===== config.mk =====
export PLATFORM = sky130hd
export DESIGN_NAME = drbg_upd
export DESIGN_NICKNAME = d
export VERILOG_FILES = /design/src/hw/drbg_state_pkg.sv /design/src/hw/drbg_upd_pkg.sv /design/src/hw/drbg_stage_fifo.sv /design/src/hw/drbg_upd.sv /design/src/hw/drbg_upd_blk_collect.sv /design/src/hw/drbg_upd_blk_req.sv
export VERILOG_INCLUDE_DIRS = /design/src /design/src/hw
export SDC_FILE = /design/constraint.sdc
export NUM_CORES = 2
export LEC_CHECK = 0
export BUFFER_PORTS_ARGS = -buffer_cell sky130_fd_sc_hd__buf_2
export CORE_AREA = 5 5 658 660
export CTS_BUF_LIST = sky130_fd_sc_hd__clkbuf_8
export DETAILED_ROUTE_END_ITERATION = 16
export DIE_AREA = 0 0 663 665
export PLACE_DENSITY_LB_ADDON = 0.05
export SKIP_CTS_REPAIR_TIMING = 1
export SLEW_MARGIN = 5
export SYNTH_ARGS = -nofsm -noshare
export SYNTH_HDL_FRONTEND = slang
export SYNTH_SLANG_ARGS = --single-unit

===== constraint.sdc =====
create_clock -name clk_i -period 45.4 [get_ports clk_i]
set_input_delay 9.08 -clock clk_i [delete_from_list [all_inputs] [get_ports clk_i]]
set_output_delay 9.08 -clock clk_i [all_outputs]
set_load 0.05 [all_outputs]

===== src/hw/drbg_upd_macros.svh =====
`ifndef DRBG_UPD_MACROS_SVH
`define DRBG_UPD_MACROS_SVH

// ---------------------------------------------------------------------------
// AES-256 CTR_DRBG geometry
// ---------------------------------------------------------------------------

// cipher block, also the width of V
`define DRBG_BLK_LEN       128
`define DRBG_KEY_LEN       256
// key plus V
`define DRBG_SEED_LEN      384
// low field of V that counts
`define DRBG_CTR_LEN       32

// request tags
`define DRBG_CMD_W         3
`define DRBG_INST_ID_W     4

`define DRBG_BLKS_PER_SEED 3

`endif


===== src/hw/drbg_state_pkg.sv =====
`default_nettype none

`include "drbg_upd_macros.svh"

package drbg_state_pkg;

  // -------------------------------------------------------------------------
  // working state of one DRBG instance
  // -------------------------------------------------------------------------

  typedef logic [`DRBG_KEY_LEN-1:0]   key_t;
  typedef logic [`DRBG_BLK_LEN-1:0]   v_t;

  // provided data, or three cipher blocks side by side
  typedef logic [`DRBG_SEED_LEN-1:0]  seed_t;

  // low field of V, incremented per block
  typedef logic [`DRBG_CTR_LEN-1:0]   ctr_t;

  // tags that ride along with every request
  typedef logic [`DRBG_CMD_W-1:0]     ccmd_t;
  typedef logic [`DRBG_INST_ID_W-1:0] inst_id_t;

endpackage

`default_nettype wire


===== src/hw/drbg_upd_pkg.sv =====
`default_nettype none

`include "drbg_upd_macros.svh"

package drbg_upd_pkg;

  import drbg_state_pkg::*;

  // counts cipher blocks within one update, needs to reach the block count
  typedef logic [$clog2(`DRBG_BLKS_PER_SEED+1)-1:0] blk_cnt_t;

  // -------------------------------------------------------------------------
  // payloads between the stages
  // -------------------------------------------------------------------------

  // update request as it arrives at the port
  typedef struct packed {
    key_t     key;
    v_t       v;
    seed_t    pdata;
    inst_id_t inst_id;
    ccmd_t    ccmd;
  } upd_req_t;

  // one counter block for the cipher
  typedef struct packed {
    key_t     key;
    v_t       v;
    inst_id_t inst_id;
    ccmd_t    ccmd;
  } benc_req_t;

  // cipher output, v holds the encrypted block
  typedef struct packed {
    v_t       v;
    inst_id_t inst_id;
    ccmd_t    ccmd;
  } benc_ack_t;

  // new working state
  typedef struct packed {
    key_t     key;
    v_t       v;
    inst_id_t inst_id;
    ccmd_t    ccmd;
  } upd_rsp_t;

endpackage

`default_nettype wire


===== src/hw/drbg_stage_fifo.sv =====
`timescale 1ns/1ps
`default_nettype none

module drbg_stage_fifo #(
  parameter type payload_t = logic
) (
  input  wire logic     clk_i,
  input  wire logic     rst_ni,
  input  wire logic     clr_i,
  input  wire logic     push_i,
  input  wire payload_t data_i,
  input  wire logic     pop_i,
  output logic          full_o,
  output logic          valid_o,
  output payload_t      data_o
);

  logic     valid_q;
  logic     valid_d;
  payload_t data_q;

  // push wins over pop, so push and pop together keep the entry
  assign valid_d = clr_i  ? 1'b0 :
                   push_i ? 1'b1 :
                   pop_i  ? 1'b0 :
                   valid_q;

  always_ff @(posedge clk_i or negedge rst_ni) begin
    if (!rst_ni) begin
      valid_q <= 1'b0;
    end else begin
      valid_q <= valid_d;
    end
  end

  always_ff @(posedge clk_i) begin
    if (push_i) begin
      data_q <= data_i;
    end
  end

  // single entry, so full and valid coincide
  assign full_o  = valid_q;
  assign valid_o = valid_q;
  assign data_o  = data_q;

endmodule

`default_nettype wire


===== src/hw/drbg_upd.sv =====
`timescale 1ns/1ps
`default_nettype none

module drbg_upd (
  input  wire logic                    clk_i,
  input  wire logic                    rst_ni,
  input  wire logic                    enable_i,
  // update request
  input  wire logic                    req_i,
  output logic                         rdy_o,
  input  wire drbg_upd_pkg::upd_req_t  upd_req_i,
  // update result
  output logic                         ack_o,
  input  wire logic                    rdy_i,
  output drbg_upd_pkg::upd_rsp_t       upd_rsp_o,
  // entropy source halt
  input  wire logic                    es_req_i,
  output logic                         es_ack_o,
  // block cipher
  output logic                         benc_req_o,
  input  wire logic                    benc_rdy_i,
  output drbg_upd_pkg::benc_req_t      benc_req_data_o,
  input  wire logic                    benc_ack_i,
  output logic                         benc_rdy_o,
  input  wire drbg_upd_pkg::benc_ack_t benc_ack_data_i
);

  import drbg_state_pkg::*;
  import drbg_upd_pkg::*;

  logic      fifo_clr;
  logic      updreq_push, updreq_pop, updreq_full, updreq_valid;
  upd_req_t  updreq_data;
  logic      bencreq_push, bencreq_pop, bencreq_full, bencreq_valid;
  benc_req_t bencreq_wdata;
  logic      bencack_push, bencack_pop, bencack_full, bencack_valid;
  benc_ack_t bencack_data;
  logic      pdata_push, pdata_pop, pdata_full, pdata_valid;
  seed_t     pdata_data;
  logic      final_push, final_pop, final_full, final_valid;
  upd_rsp_t  final_wdata;

  // disable flushes every stage
  assign fifo_clr = !enable_i;

  // ---------------------------------------------------------------------------
  // port side strobes
  // ---------------------------------------------------------------------------

  assign updreq_push  = req_i && !updreq_full;
  assign rdy_o        = !updreq_full;

  assign benc_req_o   = bencreq_valid;
  assign bencreq_pop  = bencreq_valid && benc_rdy_i;

  assign bencack_push = benc_ack_i && !bencack_full;
  assign benc_rdy_o   = !bencack_full;

  assign final_pop    = final_valid && rdy_i;
  assign ack_o        = final_pop;

  // ---------------------------------------------------------------------------
  // staging buffers
  // ---------------------------------------------------------------------------

  drbg_stage_fifo #(.payload_t(upd_req_t)) u_updreq (
    .clk_i, .rst_ni, .clr_i(fifo_clr),
    .push_i(updreq_push), .data_i(upd_req_i), .pop_i(updreq_pop),
    .full_o(updreq_full), .valid_o(updreq_valid), .data_o(updreq_data)
  );

  drbg_stage_fifo #(.payload_t(benc_req_t)) u_bencreq (
    .clk_i, .rst_ni, .clr_i(fifo_clr),
    .push_i(bencreq_push), .data_i(bencreq_wdata), .pop_i(bencreq_pop),
    .full_o(bencreq_full), .valid_o(bencreq_valid), .data_o(benc_req_data_o)
  );

  drbg_stage_fifo #(.payload_t(benc_ack_t)) u_bencack (
    .clk_i, .rst_ni, .clr_i(fifo_clr),
    .push_i(bencack_push), .data_i(benc_ack_data_i), .pop_i(bencack_pop),
    .full_o(bencack_full), .valid_o(bencack_valid), .data_o(bencack_data)
  );

  // carries pdata past the cipher
  drbg_stage_fifo #(.payload_t(seed_t)) u_pdata (
    .clk_i, .rst_ni, .clr_i(fifo_clr),
    .push_i(pdata_push), .data_i(updreq_data.pdata), .pop_i(pdata_pop),
    .full_o(pdata_full), .valid_o(pdata_valid), .data_o(pdata_data)
  );

  drbg_stage_fifo #(.payload_t(upd_rsp_t)) u_final (
    .clk_i, .rst_ni, .clr_i(fifo_clr),
    .push_i(final_push), .data_i(final_wdata), .pop_i(final_pop),
    .full_o(final_full), .valid_o(final_valid), .data_o(upd_rsp_o)
  );

  // ---------------------------------------------------------------------------
  // engines
  // ---------------------------------------------------------------------------

  drbg_upd_blk_req u_blk_req (
    .clk_i, .rst_ni, .enable_i, .es_req_i, .es_ack_o,
    .updreq_valid_i(updreq_valid), .updreq_i(updreq_data), .updreq_pop_o(updreq_pop),
    .bencreq_full_i(bencreq_full), .bencreq_push_o(bencreq_push), .bencreq_o(bencreq_wdata),
    .pdata_full_i(pdata_full), .pdata_push_o(pdata_push)
  );

  drbg_upd_blk_collect u_blk_collect (
    .clk_i, .rst_ni, .enable_i,
    .bencack_valid_i(bencack_valid), .bencack_i(bencack_data), .bencack_pop_o(bencack_pop),
    .pdata_valid_i(pdata_valid), .pdata_i(pdata_data), .pdata_pop_o(pdata_pop),
    .final_full_i(final_full), .final_push_o(final_push), .final_o(final_wdata)
  );

endmodule

`default_nettype wire


===== src/hw/drbg_upd_blk_collect.sv =====
`timescale 1ns/1ps
`default_nettype none

`include "drbg_upd_macros.svh"

module drbg_upd_blk_collect (
  input  wire logic                    clk_i,
  input  wire logic                    rst_ni,
  input  wire logic                    enable_i,
  // cipher response buffer
  input  wire logic                    bencack_valid_i,
  input  wire drbg_upd_pkg::benc_ack_t bencack_i,
  output logic                         bencack_pop_o,
  // provided data buffer
  input  wire logic                    pdata_valid_i,
  input  wire drbg_state_pkg::seed_t   pdata_i,
  output logic                         pdata_pop_o,
  // result buffer
  input  wire logic                    final_full_i,
  output logic                         final_push_o,
  output drbg_upd_pkg::upd_rsp_t       final_o
);

  import drbg_state_pkg::*;
  import drbg_upd_pkg::*;

  typedef enum logic [1:0] {
    col_idle,
    col_load,
    col_shift
  } col_state_e;

  col_state_e state_q;
  col_state_e state_d;
  blk_cnt_t   cnt_q;
  blk_cnt_t   cnt_d;
  logic       cnt_done;
  logic       shift_blk;
  seed_t      concat_q;
  seed_t      seed_xor;
  inst_id_t   inst_id_q;
  ccmd_t      ccmd_q;

  assign cnt_done = (cnt_q >= blk_cnt_t'(`DRBG_BLKS_PER_SEED));

  assign cnt_d = !enable_i     ? '0 :
                 cnt_done      ? '0 :
                 bencack_pop_o ? cnt_q + blk_cnt_t'(1) :
                 cnt_q;

  // ---------------------------------------------------------------------------
  // collect FSM
  // ---------------------------------------------------------------------------

  always_comb begin
    state_d       = state_q;
    shift_blk     = 1'b0;
    bencack_pop_o = 1'b0;
    pdata_pop_o   = 1'b0;
    final_push_o  = 1'b0;
    unique case (state_q)
      col_idle: begin
        if (enable_i && bencack_valid_i && pdata_valid_i && !final_full_i) begin
          state_d = col_load;
        end
      end
      col_load: begin
        if (!enable_i) begin
          state_d = col_idle;
        end else if (bencack_valid_i) begin
          bencack_pop_o = 1'b1;
          state_d       = col_shift;
        end
      end
      col_shift: begin
        if (!enable_i) begin
          state_d = col_idle;
        end else if (cnt_done) begin
          // all three blocks in place
          pdata_pop_o  = 1'b1;
          final_push_o = 1'b1;
          state_d      = col_idle;
        end else begin
          shift_blk = 1'b1;
          state_d   = col_load;
        end
      end
      default: begin
        state_d = col_idle;
      end
    endcase
  end

  always_ff @(posedge clk_i or negedge rst_ni) begin
    if (!rst_ni) begin
      state_q <= col_idle;
      cnt_q   <= '0;
    end else begin
      state_q <= state_d;
      cnt_q   <= cnt_d;
    end
  end

  // ---------------------------------------------------------------------------
  // concatenation, first block ends up on top
  // ---------------------------------------------------------------------------

  always_ff @(posedge clk_i) begin
    if (!enable_i) begin
      concat_q  <= '0;
      inst_id_q <= '0;
      ccmd_q    <= '0;
    end else if (bencack_pop_o) begin
      concat_q  <= {concat_q[`DRBG_SEED_LEN-1:`DRBG_BLK_LEN], bencack_i.v};
      inst_id_q <= bencack_i.inst_id;
      ccmd_q    <= bencack_i.ccmd;
    end else if (shift_blk) begin
      concat_q <= {concat_q[`DRBG_SEED_LEN-`DRBG_BLK_LEN-1:0], {`DRBG_BLK_LEN{1'b0}}};
    end
  end

  // new key on top, new V below
  assign seed_xor = concat_q ^ pdata_i;

  assign final_o = '{
    key:     seed_xor[`DRBG_SEED_LEN-1:`DRBG_BLK_LEN],
    v:       seed_xor[`DRBG_BLK_LEN-1:0],
    inst_id: inst_id_q,
    ccmd:    ccmd_q
  };

endmodule

`default_nettype wire


===== src/hw/drbg_upd_blk_req.sv =====
`timescale 1ns/1ps
`default_nettype none

`include "drbg_upd_macros.svh"

module drbg_upd_blk_req (
  input  wire logic                   clk_i,
  input  wire logic                   rst_ni,
  input  wire logic                   enable_i,
  // entropy source halt
  input  wire logic                   es_req_i,
  output logic                        es_ack_o,
  // staged update request
  input  wire logic                   updreq_valid_i,
  input  wire drbg_upd_pkg::upd_req_t updreq_i,
  output logic                        updreq_pop_o,
  // cipher request buffer
  input  wire logic                   bencreq_full_i,
  output logic                        bencreq_push_o,
  output drbg_upd_pkg::benc_req_t     bencreq_o,
  // provided data buffer
  input  wire logic                   pdata_full_i,
  output logic                        pdata_push_o
);

  import drbg_state_pkg::*;
  import drbg_upd_pkg::*;

  typedef enum logic [1:0] {
    req_idle,
    req_send,
    req_halt
  } req_state_e;

  req_state_e state_q;
  req_state_e state_d;
  ctr_t       ctr_q;
  ctr_t       ctr_d;
  blk_cnt_t   iter_q;
  blk_cnt_t   iter_d;
  ctr_t       ctr_first;
  v_t         v_blk;
  logic       iter_done;

  // ---------------------------------------------------------------------------
  // counter blocks
  // ---------------------------------------------------------------------------

  // first block is V + 1, the counter field wraps on its own
  assign ctr_first = updreq_i.v[`DRBG_CTR_LEN-1:0] + ctr_t'(1);

  // upper 96 bits of V never change
  assign v_blk = {updreq_i.v[`DRBG_BLK_LEN-1:`DRBG_CTR_LEN], ctr_q};

  assign bencreq_o = '{
    key:     updreq_i.key,
    v:       v_blk,
    inst_id: updreq_i.inst_id,
    ccmd:    updreq_i.ccmd
  };

  // load on start, step once per pushed block
  assign ctr_d = !enable_i      ? '0 :
                 pdata_push_o   ? ctr_first :
                 bencreq_push_o ? ctr_q + ctr_t'(1) :
                 ctr_q;

  assign iter_done = (iter_q >= blk_cnt_t'(`DRBG_BLKS_PER_SEED));

  assign iter_d = !enable_i      ? '0 :
                  iter_done      ? '0 :
                  bencreq_push_o ? iter_q + blk_cnt_t'(1) :
                  iter_q;

  // ---------------------------------------------------------------------------
  // request FSM
  // ---------------------------------------------------------------------------

  always_comb begin
    state_d        = state_q;
    es_ack_o       = 1'b0;
    updreq_pop_o   = 1'b0;
    bencreq_push_o = 1'b0;
    pdata_push_o   = 1'b0;
    unique case (state_q)
      req_idle: begin
        // halt first, the entropy source must not wait behind updates
        if (es_req_i) begin
          state_d = req_halt;
        end else if (enable_i && updreq_valid_i && !bencreq_full_i && !pdata_full_i) begin
          pdata_push_o = 1'b1;
          state_d      = req_send;
        end
      end
      req_send: begin
        if (!enable_i) begin
          state_d = req_idle;
        end else if (!iter_done) begin
          bencreq_push_o = !bencreq_full_i;
        end else begin
          updreq_pop_o = 1'b1;
          state_d      = req_idle;
        end
      end
      req_halt: begin
        es_ack_o = 1'b1;
        if (!es_req_i) begin
          state_d = req_idle;
        end
      end
      default: begin
        state_d = req_idle;
      end
    endcase
  end

  always_ff @(posedge clk_i or negedge rst_ni) begin
    if (!rst_ni) begin
      state_q <= req_idle;
      ctr_q   <= '0;
      iter_q  <= '0;
    end else begin
      state_q <= state_d;
      ctr_q   <= ctr_d;
      iter_q  <= iter_d;
    end
  end

endmodule

`default_nettype wire


==> results.tsv <==
metric	value	unit
status	finished, final reports clean	
CTS Buffer Depth	4	
r2r setup slk	39040	ps
multi-input logic area	10400	sq um
Die Y	665	um
first-pass GRT wire length	468000	um
part of the Yosys area used for sequential elements	86.7	%
mapped cell area	82200	sq um
worst path cell trace	buf_2, and2_1, buf_2	
CP max-delay cell	buf_2	
Fin Setup TNS	0	ps
Port Buf Inserts	1704	
H-tree Lvls	5	
drt pass-1 iters	7	
filler instances	44500	
Startpoint Class	input port	
gr usage total	15.6	%
DR DRC count	0	
hold path depth	0	
Cells after Synth	4462	
CP Class	input port to output port	
f_max	53.7	MHz
largest net degree at the start of global routing	106	
reg2reg path depth	9	
PwrDens	45.1	nW/um^2
CTS Buf Count	481	
Post-synth EDFFs	2076	
Clock Sinks	2512	
Mapped Nets	5383	
hpwl dp	260000	um
Vias per Instance	3.76	
worst hold endpoint	u_bencreq.data_o[179]	
final hold slack	379	ps
Worst Path Required	36320	ps
Congestion Overflow GR	0	
GR Util met1	14.9	%
Register Area	71300	sq um
TritonCTS clock tree	done	
unrepaired setup endpoints after global routing	false	
min Tclk post-route	18620	ps
worst hold start	u_updreq.data_o[563]	
DP Area	97900	sq um
vias in the first global route	49700	
Die Area	441000	sq um
Initial DRC Count	2713	
initial antenna violation count	415	
Avg Cell Area, Syn	18.4	sq um
critical path buffer and inverter count	2	
post-route ant nets	0	
via count	47900	
routed wire length	359000	um
Max FO, Critical Path	2	
crit-path max cell delay	260	ps
CP top delay family	buffers and inverters	
top cell type's share of synthesized area	75.8	%
routed length per instance	28.2	um
Final Max Tran Viols	0	
post-synthesis async set-or-reset flop share	1.79	%
Ports	1705	
Final Wtd Congestion	0.803	
min-delay worst type	flip-flop to flip-flop	
slew at the pin closest to its max-slew limit	1080	ps
Worst setup EP type	output port	
final hold vios	0	
yosys warns	0	
post-synth top area cell	edfxtp_1	
starting density of the core	19.3	%
synth top area cells	edfxtp_1, dfxtp_1, xor2_1, nand2_1, a21oi_1	
Area Growth Syn to Fin	30.3	%
Nets	7489	
# rows	240	
Yosys cell types	55	
Leak	0.0394	uW
R2R Path Start	u_blk_req.iter_q[0]	
share of layout cells above drive strength 1	34.1	%
Root Driver	clkbuf_8	
routing usage on met3	7.07	%
crit-path most repeated cell	buf_2	
global routing met2 resource utilization	29.7	%
Top Usage Layer GRT	met2	
Tcrit/Tclk final	41.0	%
IR drop worst, VDD	0.0000212	V
Max-slew headroom	27.7	%
Clock transition at path regs	60	ps
max_cap viols	0	
post-route design area	107000	sq um
CORE AREA	426000	sq um
reg2reg end	u_bencreq.data_o[207]	
die boundary width	663	um
skew final	71.8	ps
clk_lat worst skew	1070	ps
Synth Flop Type	edfxtp_1	
crit path DAT	9540	ps
Final Setup Violations	0	
Synth Register Bits	2512	
[power by group]
part / switching (uW) / internal, uW
Sequential: 20.5 / 2560
Clock: 1020 / 1100
Combinational: 84.2 / 37.8
[cells by family (layout without fill, tap and decap cells)]
kind of cell / count (synthesis) / after routing / share of synthesized area [%]
DFF: 2512 / 2512 / 86.7
other: 0 / 62 / 0
buffers and inverters: 162 / 2677 / 0.749
xor gates and xnor gates: 423 / 423 / 4.51
muxes: 17 / 17 / 0.218
and+or+nand+nor: 858 / 858 / 4.25
adders and majority gates: 3 / 3 / 0.0457
AOI/OAI and AO/OA: 487 / 487 / 3.51
[Yosys cell counts, types with 2 or more instances]
master / number
buf_2: 6
a21o_1: 2
o22ai_1: 13
or3b_2: 2
nand3_1: 28
xor2_1: 402
nand2_1: 573
mux2i_1: 10
a22oi_1: 131
o21ai_0: 30
nor2_1: 170
xnor2_1: 21
nor4b_1: 2
buf_1: 10
or3_1: 8
dfrtp_1: 45
clkbuf_1: 135
ha_1: 3
a21oi_1: 275
edfxtp_1: 2076
inv_1: 10
dfxtp_1: 391
nor3_1: 20
nor2b_1: 3
mux2_2: 7
and4_1: 3
and2_1: 4
nand4_1: 13
a211oi_1: 4
a31oi_1: 10
o31ai_1: 6
nor3_2: 2
o21a_1: 5
nand2b_1: 4
and3_1: 12
nor4_1: 7
[cells in the final DEF, fill, tap and decap left out, drive strengths merged, types with 22 or more instances in the layout]
master / instances
clkbuf: 535
o21ai: 31
dfrtp: 45
nor3: 22
a21oi: 276
a22oi: 131
nand2: 574
edfxtp: 2076
dfxtp: 391
nand3: 28
diode: 62
nor2: 170
xor2: 402
buf: 1774
inv: 257
clkinv: 97
[worst max path at each step]
stage           from            endpoint  slack [ps]  cells past startpoint
2_1_floorplan  req_i  u_updreq.data_o[0]        1110                      1
3_3_place_gp   rdy_i               ack_o       26780                      3
3_5_place_dp   rdy_i               ack_o       26770                      3
4_1_cts        rdy_i               ack_o       26770                      3
5_1_grt        rdy_i               ack_o       26750                      3
6_report       rdy_i               ack_o       26780                      3
[state kept, by name (all words and copies together) (netlist names)]
signal                   cells
u_blk_collect.ccmd_q         3
u_blk_collect.inst_id_q      4
u_pdata.full_o               1
u_blk_req.ctr_q             32
u_bencack.data_o           135
u_bencack.full_o             1
u_blk_req.state_q            2
u_blk_collect.concat_q     384
u_bencreq.full_o             1
u_pdata.data_o             384
u_updreq.full_o              1
u_blk_collect.cnt_q          2
u_blk_collect.state_q        2
u_bencreq.data_o           391
u_blk_req.iter_q             2
u_final.full_o               1
u_updreq.data_o            775
u_final.data_o             391
[final cells by class]
type	count	area share, %
antenna	62	0.145
clock buffer	535	6.88
clock inverter	357	1.54
inverter	11	0.0596
multi-input combinational	1788	9.67
sequential	2512	66.6
tap	5687	6.65
timing repair buffer	1774	8.48
[through the flow]
stage               utilization (%)  instances  total power [uW]  setup slack (ps)
detailed placement             23.0      11800              2760             26770
global route                   25.1      12700              5050             26750
finish                         25.1      12700              4820             26780
floorplan                         -       4462              2720              1110
global placement               23.0      11800              2760             26780
CTS                            25.1      12700              4950             26770
[routing by layer]
metal,vias to the layer above,share of wire (%)
met2,2228,53
met1,23400,33
met4,172,3.8
li1,20900,-
met3,1157,9.8
met5,-,0.30
Note: power is estimated with default switching activity, not from simulation.
